### src/common/isa_pkg.sv
package isa_pkg;

    typedef logic [15:0] inst_t;

    localparam int OPCODE_MSB = 15;
    localparam int OPCODE_LSB = 11;
    localparam int FUNC_MSB   = 1;
    localparam int FUNC_LSB   = 0;

    typedef enum logic [4:0] {
        op_halt    = 5'b00000,
        op_nop     = 5'b00001,
        op_illegal = 5'b00010,
        op_rti     = 5'b00011,
        op_j       = 5'b00100,
        op_jr      = 5'b00101,
        op_jal     = 5'b00110,
        op_jalr    = 5'b00111,
        op_addi    = 5'b01000,
        op_subi    = 5'b01001,
        op_xori    = 5'b01010,
        op_andni   = 5'b01011,
        op_beqz    = 5'b01100,
        op_bnez    = 5'b01101,
        op_bltz    = 5'b01110,
        op_bgez    = 5'b01111,
        op_st      = 5'b10000,
        op_ld      = 5'b10001,
        op_slbi    = 5'b10010,
        op_stu     = 5'b10011,
        op_roli    = 5'b10100,
        op_slli    = 5'b10101,
        op_rori    = 5'b10110,
        op_srli    = 5'b10111,
        op_lbi     = 5'b11000,
        op_btr     = 5'b11001,
        op_shift   = 5'b11010,  // Register rotates and shifts
        op_alu     = 5'b11011,  // Register add, sub, xor, andn
        op_seq     = 5'b11100,
        op_slt     = 5'b11101,
        op_sle     = 5'b11110,
        op_sco     = 5'b11111
    } opcode_e;

    // Function field of op_alu
    typedef enum logic [1:0] {
        func_add  = 2'b00,
        func_sub  = 2'b01,
        func_xor  = 2'b10,
        func_andn = 2'b11
    } alu_func_e;

    // Function field of op_shift
    typedef enum logic [1:0] {
        func_rol = 2'b00,
        func_sll = 2'b01,
        func_ror = 2'b10,
        func_srl = 2'b11
    } shift_func_e;

    function automatic opcode_e get_opcode(inst_t inst);
        return opcode_e'(inst[OPCODE_MSB:OPCODE_LSB]);
    endfunction

    function automatic logic [1:0] get_func(inst_t inst);
        return inst[FUNC_MSB:FUNC_LSB];
    endfunction

endpackage

### src/common/ctrl_pkg.sv
package ctrl_pkg;

    typedef enum logic [3:0] {
        alu_rol  = 4'd0,
        alu_sll  = 4'd1,
        alu_ror  = 4'd2,
        alu_srl  = 4'd3,
        alu_add  = 4'd4,
        alu_andn = 4'd5,
        alu_xor  = 4'd7,
        alu_slbi = 4'd8,   // Shift left then or in byte
        alu_sub  = 4'd9,
        alu_seq  = 4'd10,
        alu_slt  = 4'd11,
        alu_sle  = 4'd12,
        alu_sco  = 4'd13,  // Carry out of add
        alu_btr  = 4'd14,
        alu_lbi  = 4'd15
    } alu_op_e;

    typedef enum logic [1:0] {
        pc_hold   = 2'd0,
        pc_incr   = 2'd1,
        pc_target = 2'd2,  // Branch or jump address
        pc_epc    = 2'd3
    } pc_src_e;

    // Register file write index taken from the instruction
    typedef enum logic [1:0] {
        dst_rd_4_2  = 2'd0,
        dst_rt_7_5  = 2'd1,
        dst_rs_10_8 = 2'd2,
        dst_r7      = 2'd3
    } dst_sel_e;

    typedef enum logic [1:0] {
        ext_imm5   = 2'd0,
        ext_imm8   = 2'd1,
        ext_disp11 = 2'd2
    } ext_op_e;

    typedef enum logic [2:0] {
        br_beqz = 3'd0,
        br_bnez = 3'd1,
        br_bltz = 3'd2,
        br_bgez = 3'd3,
        br_j    = 3'd4,
        br_jr   = 3'd5,
        br_jal  = 3'd6,
        br_jalr = 3'd7
    } br_op_e;

    typedef struct packed {
        alu_op_e  alu_op;
        logic     alu_src;    // Immediate instead of rt
        logic     ext_sign;
        dst_sel_e dst_reg;
        logic     reg_write;
        logic     mem_read;
        logic     mem_write;
        logic     mem_reg;    // Write back memory data
    } exec_ctrl_t;

    typedef struct packed {
        pc_src_e pc_src;
        br_op_e  br_op;
        ext_op_e ext_op;
        logic    jal;         // Link the current PC
        logic    excp;
        logic    halt;
        logic    mem_en;
    } flow_ctrl_t;

    typedef struct packed {
        exec_ctrl_t exec;
        flow_ctrl_t flow;
    } ctrl_t;

endpackage

### src/decode/exec_decode.sv
`timescale 1ns/10ps

module exec_decode (
    input  isa_pkg::inst_t        inst,
    output ctrl_pkg::exec_ctrl_t  exec
);
    import isa_pkg::*;
    import ctrl_pkg::*;

    opcode_e opcode;
    alu_op_e reg_alu_op;
    alu_op_e shift_alu_op;
    alu_op_e alu_sel;

    assign opcode = get_opcode(inst);

    always_comb begin
        case (alu_func_e'(get_func(inst)))
            func_add:  reg_alu_op = alu_add;
            func_sub:  reg_alu_op = alu_sub;
            func_xor:  reg_alu_op = alu_xor;
            func_andn: reg_alu_op = alu_andn;
            default:   reg_alu_op = alu_rol;
        endcase
    end

    always_comb begin
        case (shift_func_e'(get_func(inst)))
            func_rol: shift_alu_op = alu_rol;
            func_sll: shift_alu_op = alu_sll;
            func_ror: shift_alu_op = alu_ror;
            func_srl: shift_alu_op = alu_srl;
            default:  shift_alu_op = alu_rol;
        endcase
    end

    always_comb begin
        case (opcode)
            op_addi, op_st, op_ld, op_stu: alu_sel = alu_add;  // Address calc adds too
            op_subi:  alu_sel = alu_sub;
            op_xori:  alu_sel = alu_xor;
            op_andni: alu_sel = alu_andn;
            op_roli:  alu_sel = alu_rol;
            op_slli:  alu_sel = alu_sll;
            op_rori:  alu_sel = alu_ror;
            op_srli:  alu_sel = alu_srl;
            op_btr:   alu_sel = alu_btr;
            op_alu:   alu_sel = reg_alu_op;
            op_shift: alu_sel = shift_alu_op;
            op_seq:   alu_sel = alu_seq;
            op_slt:   alu_sel = alu_slt;
            op_sle:   alu_sel = alu_sle;
            op_sco:   alu_sel = alu_sco;
            op_lbi:   alu_sel = alu_lbi;
            op_slbi:  alu_sel = alu_slbi;
            default:  alu_sel = alu_rol;   // ALU unused
        endcase
    end

    always_comb begin
        exec.alu_op    = alu_sel;
        exec.alu_src   = 1'b0;
        exec.ext_sign  = 1'b0;
        exec.dst_reg   = dst_rd_4_2;
        exec.reg_write = 1'b0;
        exec.mem_read  = 1'b0;
        exec.mem_write = 1'b0;
        exec.mem_reg   = 1'b0;
        case (opcode)
            op_addi, op_subi: begin
                exec.alu_src   = 1'b1;
                exec.ext_sign  = 1'b1;
                exec.dst_reg   = dst_rt_7_5;
                exec.reg_write = 1'b1;
            end
            op_xori, op_andni, op_roli, op_slli, op_rori, op_srli: begin
                exec.alu_src   = 1'b1;
                exec.dst_reg   = dst_rt_7_5;
                exec.reg_write = 1'b1;
            end
            op_st: begin
                exec.alu_src   = 1'b1;
                exec.ext_sign  = 1'b1;
                exec.dst_reg   = dst_rt_7_5;
                exec.mem_write = 1'b1;
            end
            op_ld: begin
                exec.alu_src   = 1'b1;
                exec.ext_sign  = 1'b1;
                exec.dst_reg   = dst_rt_7_5;
                exec.reg_write = 1'b1;
                exec.mem_read  = 1'b1;
                exec.mem_reg   = 1'b1;
            end
            op_stu: begin
                exec.alu_src   = 1'b1;
                exec.ext_sign  = 1'b1;
                exec.dst_reg   = dst_rs_10_8;  // Base register gets the address
                exec.reg_write = 1'b1;
                exec.mem_write = 1'b1;
            end
            op_btr, op_alu, op_shift, op_seq, op_slt, op_sle, op_sco:
                exec.reg_write = 1'b1;
            op_lbi, op_slbi: begin
                exec.alu_src   = 1'b1;
                exec.ext_sign  = (opcode == op_lbi);
                exec.dst_reg   = dst_rs_10_8;
                exec.reg_write = 1'b1;
            end
            op_beqz, op_bnez, op_bltz, op_bgez, op_j, op_jr:
                exec.ext_sign = 1'b1;
            op_jal, op_jalr: begin
                exec.ext_sign  = 1'b1;
                exec.dst_reg   = dst_r7;
                exec.reg_write = 1'b1;
            end
            default: exec.reg_write = 1'b0;
        endcase
    end

endmodule

### src/decode/flow_decode.sv
`timescale 1ns/10ps

module flow_decode (
    input  isa_pkg::inst_t        inst,
    output ctrl_pkg::flow_ctrl_t  flow
);
    import isa_pkg::*;
    import ctrl_pkg::*;

    opcode_e opcode;

    assign opcode = get_opcode(inst);

    always_comb begin
        flow.pc_src = pc_incr;
        flow.br_op  = br_beqz;
        flow.ext_op = ext_imm5;
        flow.jal    = 1'b0;
        flow.excp   = 1'b0;
        flow.halt   = 1'b0;
        flow.mem_en = 1'b1;
        case (opcode)
            op_halt: begin
                flow.pc_src = pc_hold;
                flow.halt   = 1'b1;
                flow.mem_en = 1'b0;  // Memory idle while halted
            end
            op_beqz, op_bnez, op_bltz, op_bgez: begin
                flow.pc_src = pc_target;
                flow.br_op  = br_op_e'({1'b0, opcode[1:0]});  // Low bits pick the test
                flow.ext_op = ext_imm8;
            end
            op_j: begin
                flow.pc_src = pc_target;
                flow.br_op  = br_j;
                flow.ext_op = ext_disp11;
            end
            op_jr: begin
                flow.pc_src = pc_target;
                flow.br_op  = br_jr;
                flow.ext_op = ext_imm8;
            end
            op_jal: begin
                flow.pc_src = pc_target;
                flow.br_op  = br_jal;
                flow.ext_op = ext_disp11;
                flow.jal    = 1'b1;
            end
            op_jalr: begin
                flow.pc_src = pc_target;
                flow.br_op  = br_jalr;
                flow.ext_op = ext_imm8;
                flow.jal    = 1'b1;
            end
            op_lbi, op_slbi: flow.ext_op = ext_imm8;
            op_illegal: begin
                flow.pc_src = pc_epc;
                flow.excp   = 1'b1;
            end
            op_rti: flow.pc_src = pc_epc;
            // Sequential rows keep the defaults
            op_nop, op_addi, op_subi, op_xori, op_andni,
            op_roli, op_slli, op_rori, op_srli,
            op_st, op_ld, op_stu, op_btr, op_alu, op_shift,
            op_seq, op_slt, op_sle, op_sco: ;
            default: flow.mem_en = 1'b0;
        endcase
    end

endmodule

### src/decode/ctrl_reg.sv
`timescale 1ns/10ps

module ctrl_reg (
    input  logic                  clk,
    input  logic                  rst_n,
    input  logic                  inst_valid,
    input  ctrl_pkg::exec_ctrl_t  exec,
    input  ctrl_pkg::flow_ctrl_t  flow,
    output logic                  ctrl_valid,
    output ctrl_pkg::ctrl_t       ctrl
);

    // Strobe follows the input every cycle
    always_ff @(posedge clk) begin
        if (!rst_n) begin
            ctrl_valid <= 1'b0;
        end else begin
            ctrl_valid <= inst_valid;
        end
    end

    // Control word holds its last value between valid instructions
    always_ff @(posedge clk) begin
        if (!rst_n) begin
            ctrl <= '0;  // Clears halt, excp and write enables
        end else if (inst_valid) begin
            ctrl.exec <= exec;
            ctrl.flow <= flow;
        end
    end

endmodule

### src/decode_stage.sv
`timescale 1ns/10ps

module decode_stage (
    input  logic             clk,
    input  logic             rst_n,
    input  logic             inst_valid,
    input  isa_pkg::inst_t   inst,
    output logic             ctrl_valid,
    output ctrl_pkg::ctrl_t  ctrl
);
    import ctrl_pkg::*;

    exec_ctrl_t exec;  // Datapath half
    flow_ctrl_t flow;  // Program flow half

    exec_decode u_exec_decode (
        .inst (inst),
        .exec (exec)
    );

    flow_decode u_flow_decode (
        .inst (inst),
        .flow (flow)
    );

    ctrl_reg u_ctrl_reg (
        .clk        (clk),
        .rst_n      (rst_n),
        .inst_valid (inst_valid),
        .exec       (exec),
        .flow       (flow),
        .ctrl_valid (ctrl_valid),
        .ctrl       (ctrl)
    );

endmodule

### config.mk
export PLATFORM = sky130hd
export DESIGN_NAME = decode_stage
export DESIGN_NICKNAME = d
export VERILOG_FILES = /design/src/common/isa_pkg.sv /design/src/common/ctrl_pkg.sv /design/src/decode/exec_decode.sv /design/src/decode/flow_decode.sv /design/src/decode/ctrl_reg.sv /design/src/decode_stage.sv
export SDC_FILE = /design/constraint.sdc
export NUM_CORES = 1
export LEC_CHECK = 0
export BUFFER_PORTS_ARGS = -buffer_cell sky130_fd_sc_hd__buf_2
export CORE_MARGIN = 1
export CORE_UTILIZATION = 55
export CTS_BUF_LIST = sky130_fd_sc_hd__clkbuf_8
export CTS_CLUSTER_DIAMETER = 120
export DETAILED_ROUTE_END_ITERATION = 6
export GPL_ROUTABILITY_DRIVEN = 1
export MAX_ROUTING_LAYER = met4
export PLACE_DENSITY = 0.87
export SYNTH_ARGS = -nofsm -noshare
export SYNTH_HDL_FRONTEND = slang
export SYNTH_SLANG_ARGS = --single-unit
### constraint.sdc
create_clock -name clk -period 1.8 [get_ports clk]
set_input_delay 0.36 -clock clk [delete_from_list [all_inputs] [get_ports clk]]
set_output_delay 0.36 -clock clk [all_outputs]
set_load 0.005 [all_outputs]
# [Yosys cells after proc, flatten, opt, wreduce, memory -nomap -nowiden]
# Index checks and enable logic that the tools add are counted.
[word_totals] out_inout_bits=24 ff_bits=23
[classes] mux=15 eq_ne=33 reduce_logical=16
[ops] cell="== test 5 bit, second input constant" count=16
[ops] cell="case mux 4 bit (16 select lines)" count=1
[ops] cell="== test 5 x 4 -> 1 bit, second input constant" count=8
[ops] cell="case mux 4 bit (4 select lines)" count=2
[ops] cell="OR reduction 13 bit" count=2
[ops] cell="OR reduction 21 bit" count=1
[ops] cell="== test 5 x 3 -> 1 bit, second input constant" count=4
[ops] cell="OR reduction 8 bit" count=2
[ops] cell="case mux 3 bit (5 select lines)" count=1
[ops] cell="case mux 2 bit (3 select lines)" count=2
[ops] cell="== test 5 x 2 -> 1 bit, second input constant" count=2
[ops] cell="OR reduction 10 bit" count=1
[ops] cell="OR reduction 2 bit" count=5
[ops] cell="OR reduction 4 bit" count=2
[ops] cell="two-way mux 1 bit" count=6
[ops] cell="logical NOT 5 bit" count=1
[ops] cell="== test 2 bit, second input constant" count=2
[ops] cell="case mux 2 bit (2 select lines)" count=1
[ops] cell="OR reduction 3 bit" count=1
[ops] cell="== test 2 x 1 -> 1 bit, second input constant" count=1
[ops] cell="logical NOT 2 bit" count=1
[ops] cell="two-way mux 2 bit" count=1
[ops] cell="case mux 1 bit (2 select lines)" count=1

# [Logic depth before layout (Yosys ltp)]
[depth] ltp_word=3 ltp_mapped=6 ltp_nobuf=4

# [Modules after synthesis]
# Synthesis repeated with hierarchy kept, for this count alone.
[unflattened] hier_cells=154 hier_area_um2=1376.3
[by_module_without_submodules] mod="ctrl_reg" seq_area_each_um2=480.5 instances=1 area_per_inst_um2=919.6 cells_per_inst=76
[by_module_without_submodules] mod="exec_decode" seq_area_each_um2=0.0 instances=1 area_per_inst_um2=335.3 cells_per_inst=55
[by_module_without_submodules] mod="flow_decode" seq_area_each_um2=0.0 instances=1 area_per_inst_um2=121.4 cells_per_inst=23

# [Worst setup path after synthesis]
# No wires, ideal clock.
[synth_path] kind="input to register" start="input inst[11]" end="register, netlist name u_ctrl_reg.ctrl[14]" n_path_buf=2 arrival_time_ns=1.117 cell_stages=5 slack_ns=0.623 path_cell_list="buf_4 > buf_2 > inv_1 > a211oi_1 > o221a_1"
[synth_via] elab_chain_cells=3
[synth_lines] item="start, declared" line="decode_stage.sv:7" rtl="input isa_pkg::inst_t inst,"
[synth_lines] item="== test 5 bit (tied with other cells)" line="exec_decode.sv:69" rtl="case (opcode)"
[synth_lines] item="OR reduction 21 bit (no source line) (*)"
[synth_lines] item="two-way mux 1 bit (*)" line="exec_decode.sv:69"
# Mark *: on every way between the ends. The rest lies on a longest branch, timed or not.
# A chain may end at the register's enable or synchronous reset.

# [Worst setup path in the final report]
[layout_path] start="input inst[12]" end="register, netlist name u_ctrl_reg.ctrl[10]"
[layout_via] elab_chain_cells=3
[layout_lines] item="== test 5 x 4 -> 1 bit (tied with other cells)" line="flow_decode.sv:22" rtl="case (opcode)"
[layout_lines] item="OR reduction 8 bit (no source line) / OR reduction 2 bit (equally long branches)"
[layout_lines] item="case mux 2 bit (3 select lines) (*)" line="flow_decode.sv:22"
# Marked as above.

==> flow_summary.json <==
{
  "status": "finished clean",
  "die_h_um": 49.0,
  "end_kind": "flop",
  "max_stage_delay_ns": 0.33,
  "vias": 1234,
  "regArea_sq_um": 460,
  "numPortBuffers": 33,
  "reg2reg_to": "u_ctrl_reg.ctrl[8]",
  "yosys.cell_count.top_type": "dfxtp_1",
  "dieArea_sq_um": 2400,
  "synth_edf_count": 0,
  "tritoncts": "yes",
  "clock-sinks": 23,
  "critPathSlowestCell": "buf_2",
  "final_core_util_pct": 69.1,
  "drtIter0Drc": 62,
  "timing_hold_violations_final": 0,
  "ys_seq_area_share_pct": 37.9,
  "path_buf_inv": 1,
  "crit_path_max_fanout": 23,
  "synth_area_per_cell_sq_um": 8.05,
  "initial_utilization_pct": 60.1,
  "wire_per_inst_um": 14.2,
  "fmax_mhz": 781,
  "grt_overflow": 0,
  "critPathRequiredTime_ns": 2.00,
  "cts.hold.buffers_added": 0,
  "tns_ns": 0,
  "synth-main-ff-cell": "dfxtp_1",
  "cp.depth": 5,
  "post-route-period-util_pct": 71.2,
  "drc": 0,
  "multi_input_area_sq_um": 649,
  "cap_violations": 0,
  "grt_max_degree": 27,
  "crit_chain": "buf_2 -> nor2b_4 -> nor2_1 -> or3_1 -> a21boi_1",
  "avgViaCountPerCell": 6.11,
  "grt_pass1_wl_um": 4710,
  "pin_count": 43,
  "antenna_found_initial": 0,
  "critPathArrivalTime_ns": 1.48,
  "die_w_um": 49.0,
  "syn_area_sq_um": 1220,
  "largest_reg_flops": 22,
  "synthArstFlopShare_pct": 0,
  "grt_setup_unrepaired": "false",
  "period_needed_ns": 1.28,
  "power_density_nw_per_um2": 750,
  "core_area_sq_um": 2020,
  "syn-num-nets": 170,
  "clkTransAtPathRegs_ns": 0.08,
  "post-cts-setup-buffer-count": 0,
  "ys_top_cells_by_area": "dfxtp_1 38%, a21oi_1 4.9%, a21boi_1 4.3%",
  "cts-root-buf": "clkbuf_8",
  "gp_congestion": 0.882,
  "drtPass1Iterations": 5,
  "wl_um": 2860,
  "ys_warn_count": 0,
  "yosys-top-cells-count": "23 x dfxtp_1, 12 x a21oi_1, 10 x nor2_1, 9 x nand3_1, 9 x o21ai_0",
  "cp-startpoint": "inst[12]",
  "hpwl_um": 1950,
  "peakVddDrop_uv": 540,
  "layout.nets": 195,
  "cts_htree_levels": 1,
  "skew_ns": 0,
  "tightest_slew_ns": 0.384,
  "grt_pass1_vias": 1062,
  "rows": 16,
  "grt_use_total_pct": 25.5,
  "crit_path_start_kind": "primary input",
  "clock_path_buffers": 2,
  "n_antenna_cell": 0,
  "hold_class": "in2reg",
  "fillers": 187,
  "reg2reg_depth": 2,
  "r2r_slack_ns": 1.13,
  "r2r-start": "u_ctrl_reg.ctrl[8]",
  "synthToLayoutAreaGrowth_pct": 14.8,
  "maxSlewHeadroom_pct": 74.4,
  "finalMaxSlewViolations": 0,
  "syn_inst": 151,
  "leakage_nw": 0.604,
  "synth_top_cell_area_share_pct": 37.9,
  "clk_latency_ns": 0.26,
  "crit_end": "u_ctrl_reg.ctrl[10]",
  "cts_resized": 0,
  "crit_type": "in2reg",
  "ys_ff_latch": 23,
  "final_antenna_net_count": 0,
  "numCtsBuffers": 3,
  "yosysUniqueCellTypes": 36,
  "setup_viol": 0,
  "critPathTopFamily": "simple AND/OR/NAND/NOR gates",
  "synth_top_cell_by_area": "dfxtp_1",
  "drive_above_1_share_pct": 24.6
}
-- through the flow --
| step | instance area [sq um] | hold WS (ns) | total power, mW | setup slack (ns) | std cells |
|---|---|---|---|---|---|
| 3_3_place_gp | 1350 | 0.447 | 0.730 | 0.308 | 198 |
| 2_1_floorplan | 1220 | 0.455 | 0.685 | 0.623 | 151 |
| 4_1_cts | 1400 | 0.437 | 1.05 | 0.547 | 202 |
| 5_1_grt | 1400 | 0.484 | 1.10 | 0.442 | 202 |
| 3_5_place_dp | 1350 | 0.456 | 0.739 | 0.279 | 198 |
| 6_report | 1400 | 0.453 | 1.05 | 0.519 | 202 |
-- kinds of logic (layout without fill, tap and decap cells) --
group                  count (synthesis)  after routing  share of synthesized area [%]
AO/OA/AOI/OAI                         55             55                           29.6
XOR/XNOR                               1              1                          0.720
buffers and inverters                 20             44                           8.74
flip-flops                            23             23                           37.9
multiplexers                           1              1                          0.823
AND/OR/NAND/NOR                       51             51                           22.2
-- power breakdown --
part           total [mW]  internal, mW  switching, mW
clock network       0.316         0.154          0.162
logic               0.188        0.0773          0.111
registers           0.544         0.533         0.0104
total                1.05         0.765          0.283
-- routing by layer --
| metal | track usage (%) | part of all wire (%) | up-vias | wire [um] |
|---|---|---|---|---|
| met3 | 3.12 | 9.4 | 8 | 270 |
| met5 | - | 0 | - | 0 |
| li1 | - | - | 587 | - |
| met2 | 43.5 | 48 | 76 | 1370 |
| met1 | 32.0 | 42 | 563 | 1190 |
| met4 | 5.88 | 1.0 | 0 | 29 |
-- layout by cell type (no fill, tap or decap) --
master	instances
buf_2	33
dfxtp_1	23
a21oi_1	12
nor2_1	10
nand3_1	9
o21ai_0	9
nand2_1	8
nand2b_1	7
a31oi_1	7
a21boi_1	7
nor2b_1	6
o21ai_1	4
buf_4	4
inv_1	3
o211a_1	3
nor3_1	3
clkbuf_8	3
o221a_1	2
a32oi_1	2
o211ai_1	2
or3_1	2
and2_4	1
o21a_1	1
nand3b_1	1
o311ai_1	1
nand4_1	1
o21bai_1	1
xnor2_1	1
nor4_1	1
a211oi_1	1
nor2b_4	1
o22ai_1	1
and2_1	1
a22oi_1	1
mux2i_1	1
o221ai_1	1
clkinv_2	1
-- area by class of cell --
type / instances / share of cell area [%]
tap: 27 / 2.42
inverter: 3 / 0.806
clock inverter: 1 / 0.358
sequential: 23 / 33.0
clock buffer: 3 / 2.96
timing repair buffer: 37 / 14.0
multi-input combinational: 108 / 46.5
-- how the worst min path moves through the flow --
stage	slack [ns]	cells past startpoint	start	to
2_1_floorplan	0.46	2	u_ctrl_reg.ctrl[10]	u_ctrl_reg.ctrl[10]
3_3_place_gp	0.45	2	u_ctrl_reg.ctrl[2]	u_ctrl_reg.ctrl[2]
3_5_place_dp	0.46	2	u_ctrl_reg.ctrl[10]	u_ctrl_reg.ctrl[10]
4_1_cts	0.44	3	inst[1]	u_ctrl_reg.ctrl[20]
5_1_grt	0.48	3	inst[1]	u_ctrl_reg.ctrl[20]
6_report	0.45	3	inst[1]	u_ctrl_reg.ctrl[20]
-- worst min-delay path: stages --
cell     delay (ns)
buf_2          0.12
nand4_1        0.10
a31oi_1        0.09
(Power assumes the default switching activity.)
